File: src/include/cpu_defs.svh
// Widths and depth of the accumulator CPU
// Opcode encodings of the upper instruction nibble

`ifndef CPU_DEFS_SVH
`define CPU_DEFS_SVH

`define CPU_DATA_W     8   // Register and data bus width
`define CPU_ADDR_W     4   // Program counter width
`define CPU_MEM_DEPTH  16  // Program bytes
`define CPU_OPC_W      4   // Opcode field width

`define CPU_OP_NOP   4'd0
`define CPU_OP_LDAL  4'd1
`define CPU_OP_LDAH  4'd2
`define CPU_OP_LDBL  4'd3
`define CPU_OP_LDBH  4'd4
`define CPU_OP_LDCL  4'd5
`define CPU_OP_LDCH  4'd6
`define CPU_OP_ADD   4'd7
`define CPU_OP_SUB   4'd8
`define CPU_OP_MUL   4'd9
`define CPU_OP_OUT   4'd10
`define CPU_OP_IN    4'd11

`endif
File: src/hw/cpu_pkg.sv
// Shared types of the CPU pipeline
// Opcode, execute and ALU encodings, host and stage bundles

`include "cpu_defs.svh"

package cpu_pkg;

  typedef enum logic [`CPU_OPC_W-1:0] {
    opc_nop  = `CPU_OP_NOP,
    opc_ldal = `CPU_OP_LDAL,
    opc_ldah = `CPU_OP_LDAH,
    opc_ldbl = `CPU_OP_LDBL,
    opc_ldbh = `CPU_OP_LDBH,
    opc_ldcl = `CPU_OP_LDCL,
    opc_ldch = `CPU_OP_LDCH,
    opc_add  = `CPU_OP_ADD,
    opc_sub  = `CPU_OP_SUB,
    opc_mul  = `CPU_OP_MUL,
    opc_out  = `CPU_OP_OUT,
    opc_in   = `CPU_OP_IN
  } opcode_e;

  typedef enum logic [2:0] {ex_none, ex_load_lo, ex_load_hi, ex_alu, ex_in, ex_out} exec_op_e;

  typedef enum logic [1:0] {alu_add, alu_sub, alu_mul} alu_op_e;

  typedef enum logic [1:0] {sel_a, sel_b, sel_c, sel_none} reg_sel_e;

  typedef struct packed {
    logic                   run;   // CPU executes
    logic                   load;  // Host writes program memory
    logic [`CPU_ADDR_W-1:0] addr;
  } host_ctrl_t;

  typedef struct packed {
    logic                   valid;
    logic [`CPU_DATA_W-1:0] instr;
  } fetch_t;

  typedef struct packed {
    logic                              valid;
    exec_op_e                          op;
    alu_op_e                           alu_op;
    reg_sel_e                          reg_sel;
    logic [`CPU_DATA_W-`CPU_OPC_W-1:0] operand;  // Immediate nibble
  } ctrl_t;

endpackage

File: src/hw/cpu_top.sv
// Top level of the pipelined CPU
// Program memory, fetch, decode and execute

`timescale 1ns/1ns
`include "cpu_defs.svh"

module cpu_top (
  input  logic                   clk,
  input  logic                   rst_n,
  input  cpu_pkg::host_ctrl_t    host_ctrl,
  input  logic [`CPU_DATA_W-1:0] data_in,
  output logic [`CPU_DATA_W-1:0] data_out
);

  import cpu_pkg::*;

  logic [`CPU_ADDR_W-1:0] rd_addr;
  logic [`CPU_DATA_W-1:0] rd_data;
  fetch_t                 fetch;
  ctrl_t                  ctrl;

  prog_mem u_prog_mem (
    .clk       (clk),
    .rst_n     (rst_n),
    .host_ctrl (host_ctrl),
    .data_in   (data_in),
    .rd_addr   (rd_addr),
    .rd_data   (rd_data)
  );

  fetch_stage u_fetch (
    .clk     (clk),
    .rst_n   (rst_n),
    .run     (host_ctrl.run),
    .rd_addr (rd_addr),
    .rd_data (rd_data),
    .fetch   (fetch)
  );

  decode_stage u_decode (
    .clk   (clk),
    .rst_n (rst_n),
    .fetch (fetch),
    .ctrl  (ctrl)
  );

  execute_stage u_execute (
    .clk      (clk),
    .rst_n    (rst_n),
    .ctrl     (ctrl),
    .data_in  (data_in),
    .data_out (data_out)
  );

endmodule

File: src/hw/execute_stage.sv
// Execute stage
// Registers A, B and C, write-back and the output register

`timescale 1ns/1ns
`include "cpu_defs.svh"

module execute_stage (
  input  logic                   clk,
  input  logic                   rst_n,
  input  cpu_pkg::ctrl_t         ctrl,
  input  logic [`CPU_DATA_W-1:0] data_in,
  output logic [`CPU_DATA_W-1:0] data_out
);

  import cpu_pkg::*;

  localparam int NIB_W = `CPU_DATA_W - `CPU_OPC_W;

  logic [`CPU_DATA_W-1:0] reg_a;
  logic [`CPU_DATA_W-1:0] reg_b;
  logic [`CPU_DATA_W-1:0] reg_c;
  logic [`CPU_DATA_W-1:0] sel_val;
  logic [`CPU_DATA_W-1:0] alu_result;
  logic [`CPU_DATA_W-1:0] wr_data;
  logic                   wr_en;
  logic                   out_en;

  alu u_alu (
    .a      (reg_a),
    .b      (reg_b),
    .alu_op (ctrl.alu_op),
    .result (alu_result)
  );

  //////////////////////////////////////////////////
  // Register read and write-back data
  //////////////////////////////////////////////////

  always_comb begin
    case (ctrl.reg_sel)
      sel_a:   sel_val = reg_a;
      sel_b:   sel_val = reg_b;
      sel_c:   sel_val = reg_c;
      default: sel_val = '0;
    endcase
  end

  always_comb begin
    wr_en   = ctrl.valid;
    wr_data = sel_val;
    case (ctrl.op)
      ex_load_lo: wr_data = {sel_val[`CPU_DATA_W-1:NIB_W], ctrl.operand};
      ex_load_hi: wr_data = {ctrl.operand, sel_val[NIB_W-1:0]};
      ex_alu:     wr_data = alu_result;  // Decode routes this to C
      ex_in:      wr_data = data_in;
      default:    wr_en   = 1'b0;
    endcase
  end

  assign out_en = ctrl.valid && (ctrl.op == ex_out) && (ctrl.reg_sel != sel_none);

  //////////////////////////////////////////////////
  // Register file and output
  //////////////////////////////////////////////////

  always_ff @(posedge clk) begin
    if (!rst_n) begin
      reg_a <= '0;
      reg_b <= '0;
      reg_c <= '0;
    end else if (wr_en) begin
      case (ctrl.reg_sel)
        sel_a:   reg_a <= wr_data;
        sel_b:   reg_b <= wr_data;
        sel_c:   reg_c <= wr_data;
        default: ;  // Select none writes nothing
      endcase
    end
  end

  always_ff @(posedge clk) begin
    if (!rst_n) begin
      data_out <= '0;
    end else if (out_en) begin
      data_out <= sel_val;
    end
  end

  // Output only moves after a valid OUT reached this stage
  a_out_only_on_out: assert property (@(posedge clk) disable iff (!rst_n)
    $changed(data_out) |-> $past(ctrl.valid && ctrl.op == ex_out));

endmodule

File: src/hw/alu.sv
// Combinational ALU
// Add, subtract and multiply, low byte kept

`timescale 1ns/1ns
`include "cpu_defs.svh"

module alu (
  input  logic [`CPU_DATA_W-1:0] a,
  input  logic [`CPU_DATA_W-1:0] b,
  input  cpu_pkg::alu_op_e       alu_op,
  output logic [`CPU_DATA_W-1:0] result
);

  import cpu_pkg::*;

  // Each result truncates to the data width
  always_comb begin
    case (alu_op)
      alu_add: result = a + b;
      alu_sub: result = a - b;
      alu_mul: result = a * b;
      default: result = '0;
    endcase
  end

endmodule

File: src/hw/decode_stage.sv
// Decode stage
// Opcode to execute operation, ALU op and register select

`timescale 1ns/1ns
`include "cpu_defs.svh"

module decode_stage (
  input  logic            clk,
  input  logic            rst_n,
  input  cpu_pkg::fetch_t fetch,
  output cpu_pkg::ctrl_t  ctrl
);

  import cpu_pkg::*;

  opcode_e  opc;
  ctrl_t    dec;
  reg_sel_e operand_sel;

  assign opc = opcode_e'(fetch.instr[`CPU_DATA_W-1:`CPU_DATA_W-`CPU_OPC_W]);

  // IN and OUT pick their register from the operand, 3 and up is none
  assign operand_sel = (fetch.instr[`CPU_OPC_W-1:0] < 3) ?
                       reg_sel_e'(fetch.instr[1:0]) : sel_none;

  always_comb begin
    dec         = '0;
    dec.valid   = fetch.valid;
    dec.op      = ex_none;
    dec.alu_op  = alu_add;
    dec.reg_sel = sel_none;
    dec.operand = fetch.instr[`CPU_OPC_W-1:0];
    case (opc)
      opc_ldal: begin dec.op = ex_load_lo; dec.reg_sel = sel_a; end
      opc_ldah: begin dec.op = ex_load_hi; dec.reg_sel = sel_a; end
      opc_ldbl: begin dec.op = ex_load_lo; dec.reg_sel = sel_b; end
      opc_ldbh: begin dec.op = ex_load_hi; dec.reg_sel = sel_b; end
      opc_ldcl: begin dec.op = ex_load_lo; dec.reg_sel = sel_c; end
      opc_ldch: begin dec.op = ex_load_hi; dec.reg_sel = sel_c; end
      opc_add:  begin dec.op = ex_alu; dec.alu_op = alu_add; dec.reg_sel = sel_c; end
      opc_sub:  begin dec.op = ex_alu; dec.alu_op = alu_sub; dec.reg_sel = sel_c; end
      opc_mul:  begin dec.op = ex_alu; dec.alu_op = alu_mul; dec.reg_sel = sel_c; end
      opc_out:  begin dec.op = ex_out; dec.reg_sel = operand_sel; end
      opc_in:   begin dec.op = ex_in; dec.reg_sel = operand_sel; end
      default:  dec.op = ex_none;  // NOP and 0xC to 0xF
    endcase
  end

  always_ff @(posedge clk) begin
    if (!rst_n) begin
      ctrl.valid <= 1'b0;
    end else begin
      ctrl.valid <= dec.valid;
    end
  end

  always_ff @(posedge clk) begin
    ctrl.op      <= dec.op;
    ctrl.alu_op  <= dec.alu_op;
    ctrl.reg_sel <= dec.reg_sel;
    ctrl.operand <= dec.operand;
  end

  a_valid_follows: assert property (@(posedge clk) disable iff (!rst_n)
    ctrl.valid == $past(fetch.valid));

endmodule

File: src/hw/fetch_stage.sv
// Fetch stage
// Program counter and instruction register

`timescale 1ns/1ns
`include "cpu_defs.svh"

module fetch_stage (
  input  logic                   clk,
  input  logic                   rst_n,
  input  logic                   run,
  output logic [`CPU_ADDR_W-1:0] rd_addr,
  input  logic [`CPU_DATA_W-1:0] rd_data,
  output cpu_pkg::fetch_t        fetch
);

  logic [`CPU_ADDR_W-1:0] pc;
  logic [`CPU_ADDR_W-1:0] pc_next;
  logic                   valid_q;
  logic [`CPU_DATA_W-1:0] instr_q;

  assign pc_next = pc + 1'b1;  // Wraps so the program loops
  assign rd_addr = pc;

  always_ff @(posedge clk) begin
    if (!rst_n) begin
      pc      <= '0;
      valid_q <= 1'b0;
    end else begin
      valid_q <= run;  // Invalid while halted
      if (run) pc <= pc_next;
    end
  end

  always_ff @(posedge clk) begin
    instr_q <= rd_data;
  end

  assign fetch = '{valid: valid_q, instr: instr_q};

  // One step per running edge, wrapping at the memory depth
  a_pc_advance: assert property (@(posedge clk) disable iff (!rst_n)
    run |=> int'(pc) == (int'($past(pc)) + 1) % `CPU_MEM_DEPTH);

endmodule

File: src/hw/prog_mem.sv
// Program memory, 16 bytes
// Host write port while stopped, asynchronous read for fetch

`timescale 1ns/1ns
`include "cpu_defs.svh"

module prog_mem (
  input  logic                   clk,
  input  logic                   rst_n,
  input  cpu_pkg::host_ctrl_t    host_ctrl,
  input  logic [`CPU_DATA_W-1:0] data_in,
  input  logic [`CPU_ADDR_W-1:0] rd_addr,
  output logic [`CPU_DATA_W-1:0] rd_data
);

  logic [`CPU_DATA_W-1:0] mem [`CPU_MEM_DEPTH];

  // Cleared to all NOP on reset
  always_ff @(posedge clk) begin
    if (!rst_n) begin
      for (int i = 0; i < `CPU_MEM_DEPTH; i++) begin
        mem[i] <= '0;
      end
    end else if (host_ctrl.load && !host_ctrl.run) begin
      mem[host_ctrl.addr] <= data_in;
    end
  end

  assign rd_data = mem[rd_addr];  // Combinational read

  // Host must not load while the program runs
  a_no_load_while_run: assert property (@(posedge clk) disable iff (!rst_n)
    !(host_ctrl.load && host_ctrl.run));

endmodule

File: config.mk
export PLATFORM = sky130hd
export DESIGN_NAME = cpu_top
export DESIGN_NICKNAME = d
export VERILOG_FILES = /design/src/hw/cpu_pkg.sv /design/src/hw/cpu_top.sv /design/src/hw/execute_stage.sv /design/src/hw/alu.sv /design/src/hw/decode_stage.sv /design/src/hw/fetch_stage.sv /design/src/hw/prog_mem.sv
export VERILOG_INCLUDE_DIRS = /design/src /design/src/include
export SDC_FILE = /design/constraint.sdc
export NUM_CORES = 1
export LEC_CHECK = 0
export ABC_AREA = 1
export BUFFER_PORTS_ARGS = -buffer_cell sky130_fd_sc_hd__buf_2
export CAP_MARGIN = 20
export CORE_MARGIN = 2
export CORE_UTILIZATION = 40
export DETAILED_ROUTE_END_ITERATION = 8
export MAX_ROUTING_LAYER = met4
export SLEW_MARGIN = 20
export SYNTH_ARGS = -nofsm -noshare
export SYNTH_HDL_FRONTEND = slang
export SYNTH_SLANG_ARGS = --single-unit
File: constraint.sdc
create_clock -name clk -period 4.2 [get_ports clk]
set_input_delay 0.63 -clock clk [delete_from_list [all_inputs] [get_ports clk]]
set_output_delay 0.63 -clock clk [all_outputs]
set_load 0.02 [all_outputs]
==> reports/results.ini <==
[status]
run_status=finished clean

[synthesis]
synth-main-ff-cell=sky130_fd_sc_hd__edfxtp_1
synth-compound-area-share=0.1369
syn_avg_cell_area_um2=8.912
main_combinational_cell_family_by_area_after_synthesis=simple AND/OR/NAND/NOR gates
synthesis.nets=1149
mappedNetlistArea_mm2=0.009749
yosys_register_bits=185
synth.yosys.warnings=0
synth-adder-area-share=0.06006
synth.area.mux_share=0.03285
synth-edff-count=128
postSynth.asyncResetShare=0
xor_xnor_cell_area_share_of_the_yosys_netlist=0.01078
postSynthCellCount=1094
synth-seq-area-share=0.5113
synthSimpleGateAreaFrac=0.1516
ys_types=45

[clock_network]
cts-buffers-inserted=17
cts.reportedPaths.clkPinSlew_ns=0.07
clk_root_buffer_cell=sky130_fd_sc_hd__clkbuf_16
cts_setup_buffers=0
cts.hold.buffers_added=0
cts_tree=yes
clk_latency_ns=0.44
post_cts.resized_instances=0
h-tree-depth=4
clock_sink_total=185
cts_buffer_depth=2

[route]
drtIter0Drc=736
routed_via_density=5.172
vias=7458
drt_wl_total_um=24860
antenna_left=0
drcViolationCount=0
avgRoutedWirePerCell_um=17.24
first_pass_iters=5

[placement]
place_congestion=0.9558
placed_cells_incl_taps=1409
place_ws_ns=0.2136
detailedPlacementHpwl_um=17130
place.port_buffers=23

[timing]
worst_slack_ns=0.2905
clock.fmax_mhz=255.8
slew_viol_final=0
post-route-period-util=0.9308
hold_viol_final=0
final.min_clock_period_ns=3.909
setup-tns-final_ns=0
fin_worst_skew_ns=0.01565
timing.final.setup_violations=0
worst_pin_slew_ns=0.9081
worst_slew_margin_rel=0.3946
grt_setup_unrepaired=false

[cells_and_area]
most-common-layout-cells=161 x sky130_fd_sc_hd__inv_1, 159 x sky130_fd_sc_hd__nor2_1, 145 x sky130_fd_sc_hd__nand2_1
finish.cell_count_without_fillers=1442
layout-drive-gt1-share=0.09750
layout.cells.most_common=sky130_fd_sc_hd__inv_1
layout-area-overhead-vs-synth_pct=10.06
fillers=2405
final_nets=1160
antennaDiodeCount=0

[die]
io_pins=24
std_cell_rows=57
design.core.area_mm2=0.02411
dieArea_mm2=0.02564
die_w_um=160.1
initial_utilization=0.4044
chipHeight_um=160.1

[setup_path]
critical_path.endpoint_type=flop
start_kind=flop
worst-setup-path-type=flop to flop
worst_ep_arrival_time_ns=4.24
critical_path_required_ns=4.53
path_max_fanout=8

[global_routing]
number_of_antenna_violations_at_the_first_check_in_global_routing=0
grt_pass1_vias=7292
global_route_total_overflow=0
maximum_number_of_pins_on_one_net_before_global_route_repair=69
gr-usage-all-layers=0.2066
grt_first_pass_wirelength_um=39180

[job]
maxCapViolCount=0

[worst_hold_path]
hp-class=flop to flop

[pwr]
power.total_mw=4.348
pwr_density_cell_mw_per_mm2=405.2
power.static_leakage_nw=4.690
irDropWorstVdd_uv=290.2

-- cells in the mapped netlist (6+ instances only) --
cell,n,area (um^2)
sky130_fd_sc_hd__clkinv_1,13,48.80
sky130_fd_sc_hd__inv_2,12,45.04
sky130_fd_sc_hd__inv_1,161,604.3
sky130_fd_sc_hd__mux2i_1,32,320.3
sky130_fd_sc_hd__o21ai_0,79,395.4
sky130_fd_sc_hd__nand2_2,7,43.79
sky130_fd_sc_hd__o211ai_1,33,247.7
sky130_fd_sc_hd__o21ai_1,8,40.04
sky130_fd_sc_hd__ha_1,26,325.3
sky130_fd_sc_hd__nor3_1,8,40.04
sky130_fd_sc_hd__nor2_1,160,600.6
sky130_fd_sc_hd__nand2_1,145,544.3
sky130_fd_sc_hd__xor2_1,9,78.83
sky130_fd_sc_hd__dfxtp_1,57,1141
sky130_fd_sc_hd__fa_1,13,260.3
sky130_fd_sc_hd__buf_6,6,67.56
sky130_fd_sc_hd__o22ai_1,12,75.07
sky130_fd_sc_hd__clkbuf_1,31,116.4
sky130_fd_sc_hd__a21oi_1,77,385.4
sky130_fd_sc_hd__edfxtp_1,128,3844
sky130_fd_sc_hd__nand3_1,27,135.1
-- report_power, final --
part           internal [mW]  switching [mW]  leakage (nW)
Combinational          0.208           0.466          2.73
Clock                  0.826           0.714         0.269
Sequential              2.06          0.0756          1.69
Total                   3.09            1.25          4.69
-- state kept, by name, indices dropped and copies added (netlist names) --
register,cells
u_decode.ctrl,12
u_execute.data_out,8
u_execute.reg_a,8
u_execute.reg_b,8
u_execute.reg_c,8
u_fetch.instr_q,8
u_fetch.rd_addr,4
u_fetch.valid_q,1
u_prog_mem.mem,128
-- cell families after synthesis --
kind of cell / after synthesis
compound gates: 233
xor+xnor: 12
fa+ha+maj: 39
buf+inv: 233
flops: 185
mux: 32
simple gates: 360
-- per-layer routing --
| layer | up-vias | part of all wire | track usage |
|---|---|---|---|
| met5 | - | 0 | - |
| met4 | 0 | 0.023 | 0.07043 |
| met3 | 42 | 0.054 | 0.03273 |
| met2 | 200 | 0.49 | 0.3337 |
| met1 | 3579 | 0.44 | 0.2660 |
| li1 | 3637 | - | - |
-- layout make-up --
| type | count | area [um^2] | area share |
|---|---|---|---|
| Tap cell | 324 | 405.4 | 0.03778 |
| Sequential cell | 185 | 4994 | 0.4654 |
| Timing Repair Buffer | 39 | 242.7 | 0.02262 |
| Inverter | 186 | 698.2 | 0.06507 |
| Clock buffer | 17 | 425.4 | 0.03965 |
| Multi-Input combinational cell | 676 | 3826 | 0.3566 |
| Clock inverter | 15 | 138.9 | 0.01294 |
-- path summary, 6_finish.rpt --
check | from | endpoint | slack [ns] | depth (start not counted)
hold reg to reg | u_fetch.instr_q[3]$_DFF_P_ | u_decode.ctrl[3]$_DFF_P_ | 0.35 | 0
setup reg to reg | u_execute.reg_b[4]$_SDFFE_PN0P_ | u_execute.reg_b[6]$_SDFFE_PN0P_ | 0.29 | 17
setup / recovery | u_execute.reg_b[4]$_SDFFE_PN0P_ | u_execute.reg_b[6]$_SDFFE_PN0P_ | 0.29 | 17
hold / removal | u_fetch.instr_q[3]$_DFF_P_ | u_decode.ctrl[3]$_DFF_P_ | 0.35 | 0
-- critical path, stage by stage, from the launching register on --
cell	delay [ns]
sky130_fd_sc_hd__dfxtp_2	0.37
sky130_fd_sc_hd__nand2_1	0.08
sky130_fd_sc_hd__inv_1	0.05
sky130_fd_sc_hd__fa_1	0.46
sky130_fd_sc_hd__fa_1	0.49
sky130_fd_sc_hd__ha_1	0.29
sky130_fd_sc_hd__inv_1	0.05
sky130_fd_sc_hd__fa_1	0.53
sky130_fd_sc_hd__inv_1	0.04
sky130_fd_sc_hd__ha_1	0.34
sky130_fd_sc_hd__a21o_1	0.20
sky130_fd_sc_hd__a31oi_1	0.18
sky130_fd_sc_hd__xor2_1	0.23
sky130_fd_sc_hd__o22ai_1	0.11
sky130_fd_sc_hd__nand2_1	0.06
sky130_fd_sc_hd__nand3_1	0.08
sky130_fd_sc_hd__nor2_2	0.14
sky130_fd_sc_hd__a21oi_1	0.09
-- metrics by stage --
step	hold WS (ns)	utilization	cell area [um^2]
2_1_floorplan	0.3231	-	9749
3_3_place_gp	0.3338	0.4208	10140
3_5_place_dp	0.3383	0.4208	10140
4_1_cts	0.3533	0.4442	10710
5_1_grt	0.3565	0.4451	10730
6_report	0.3502	0.4451	10730
(Power assumes the default switching activity.)
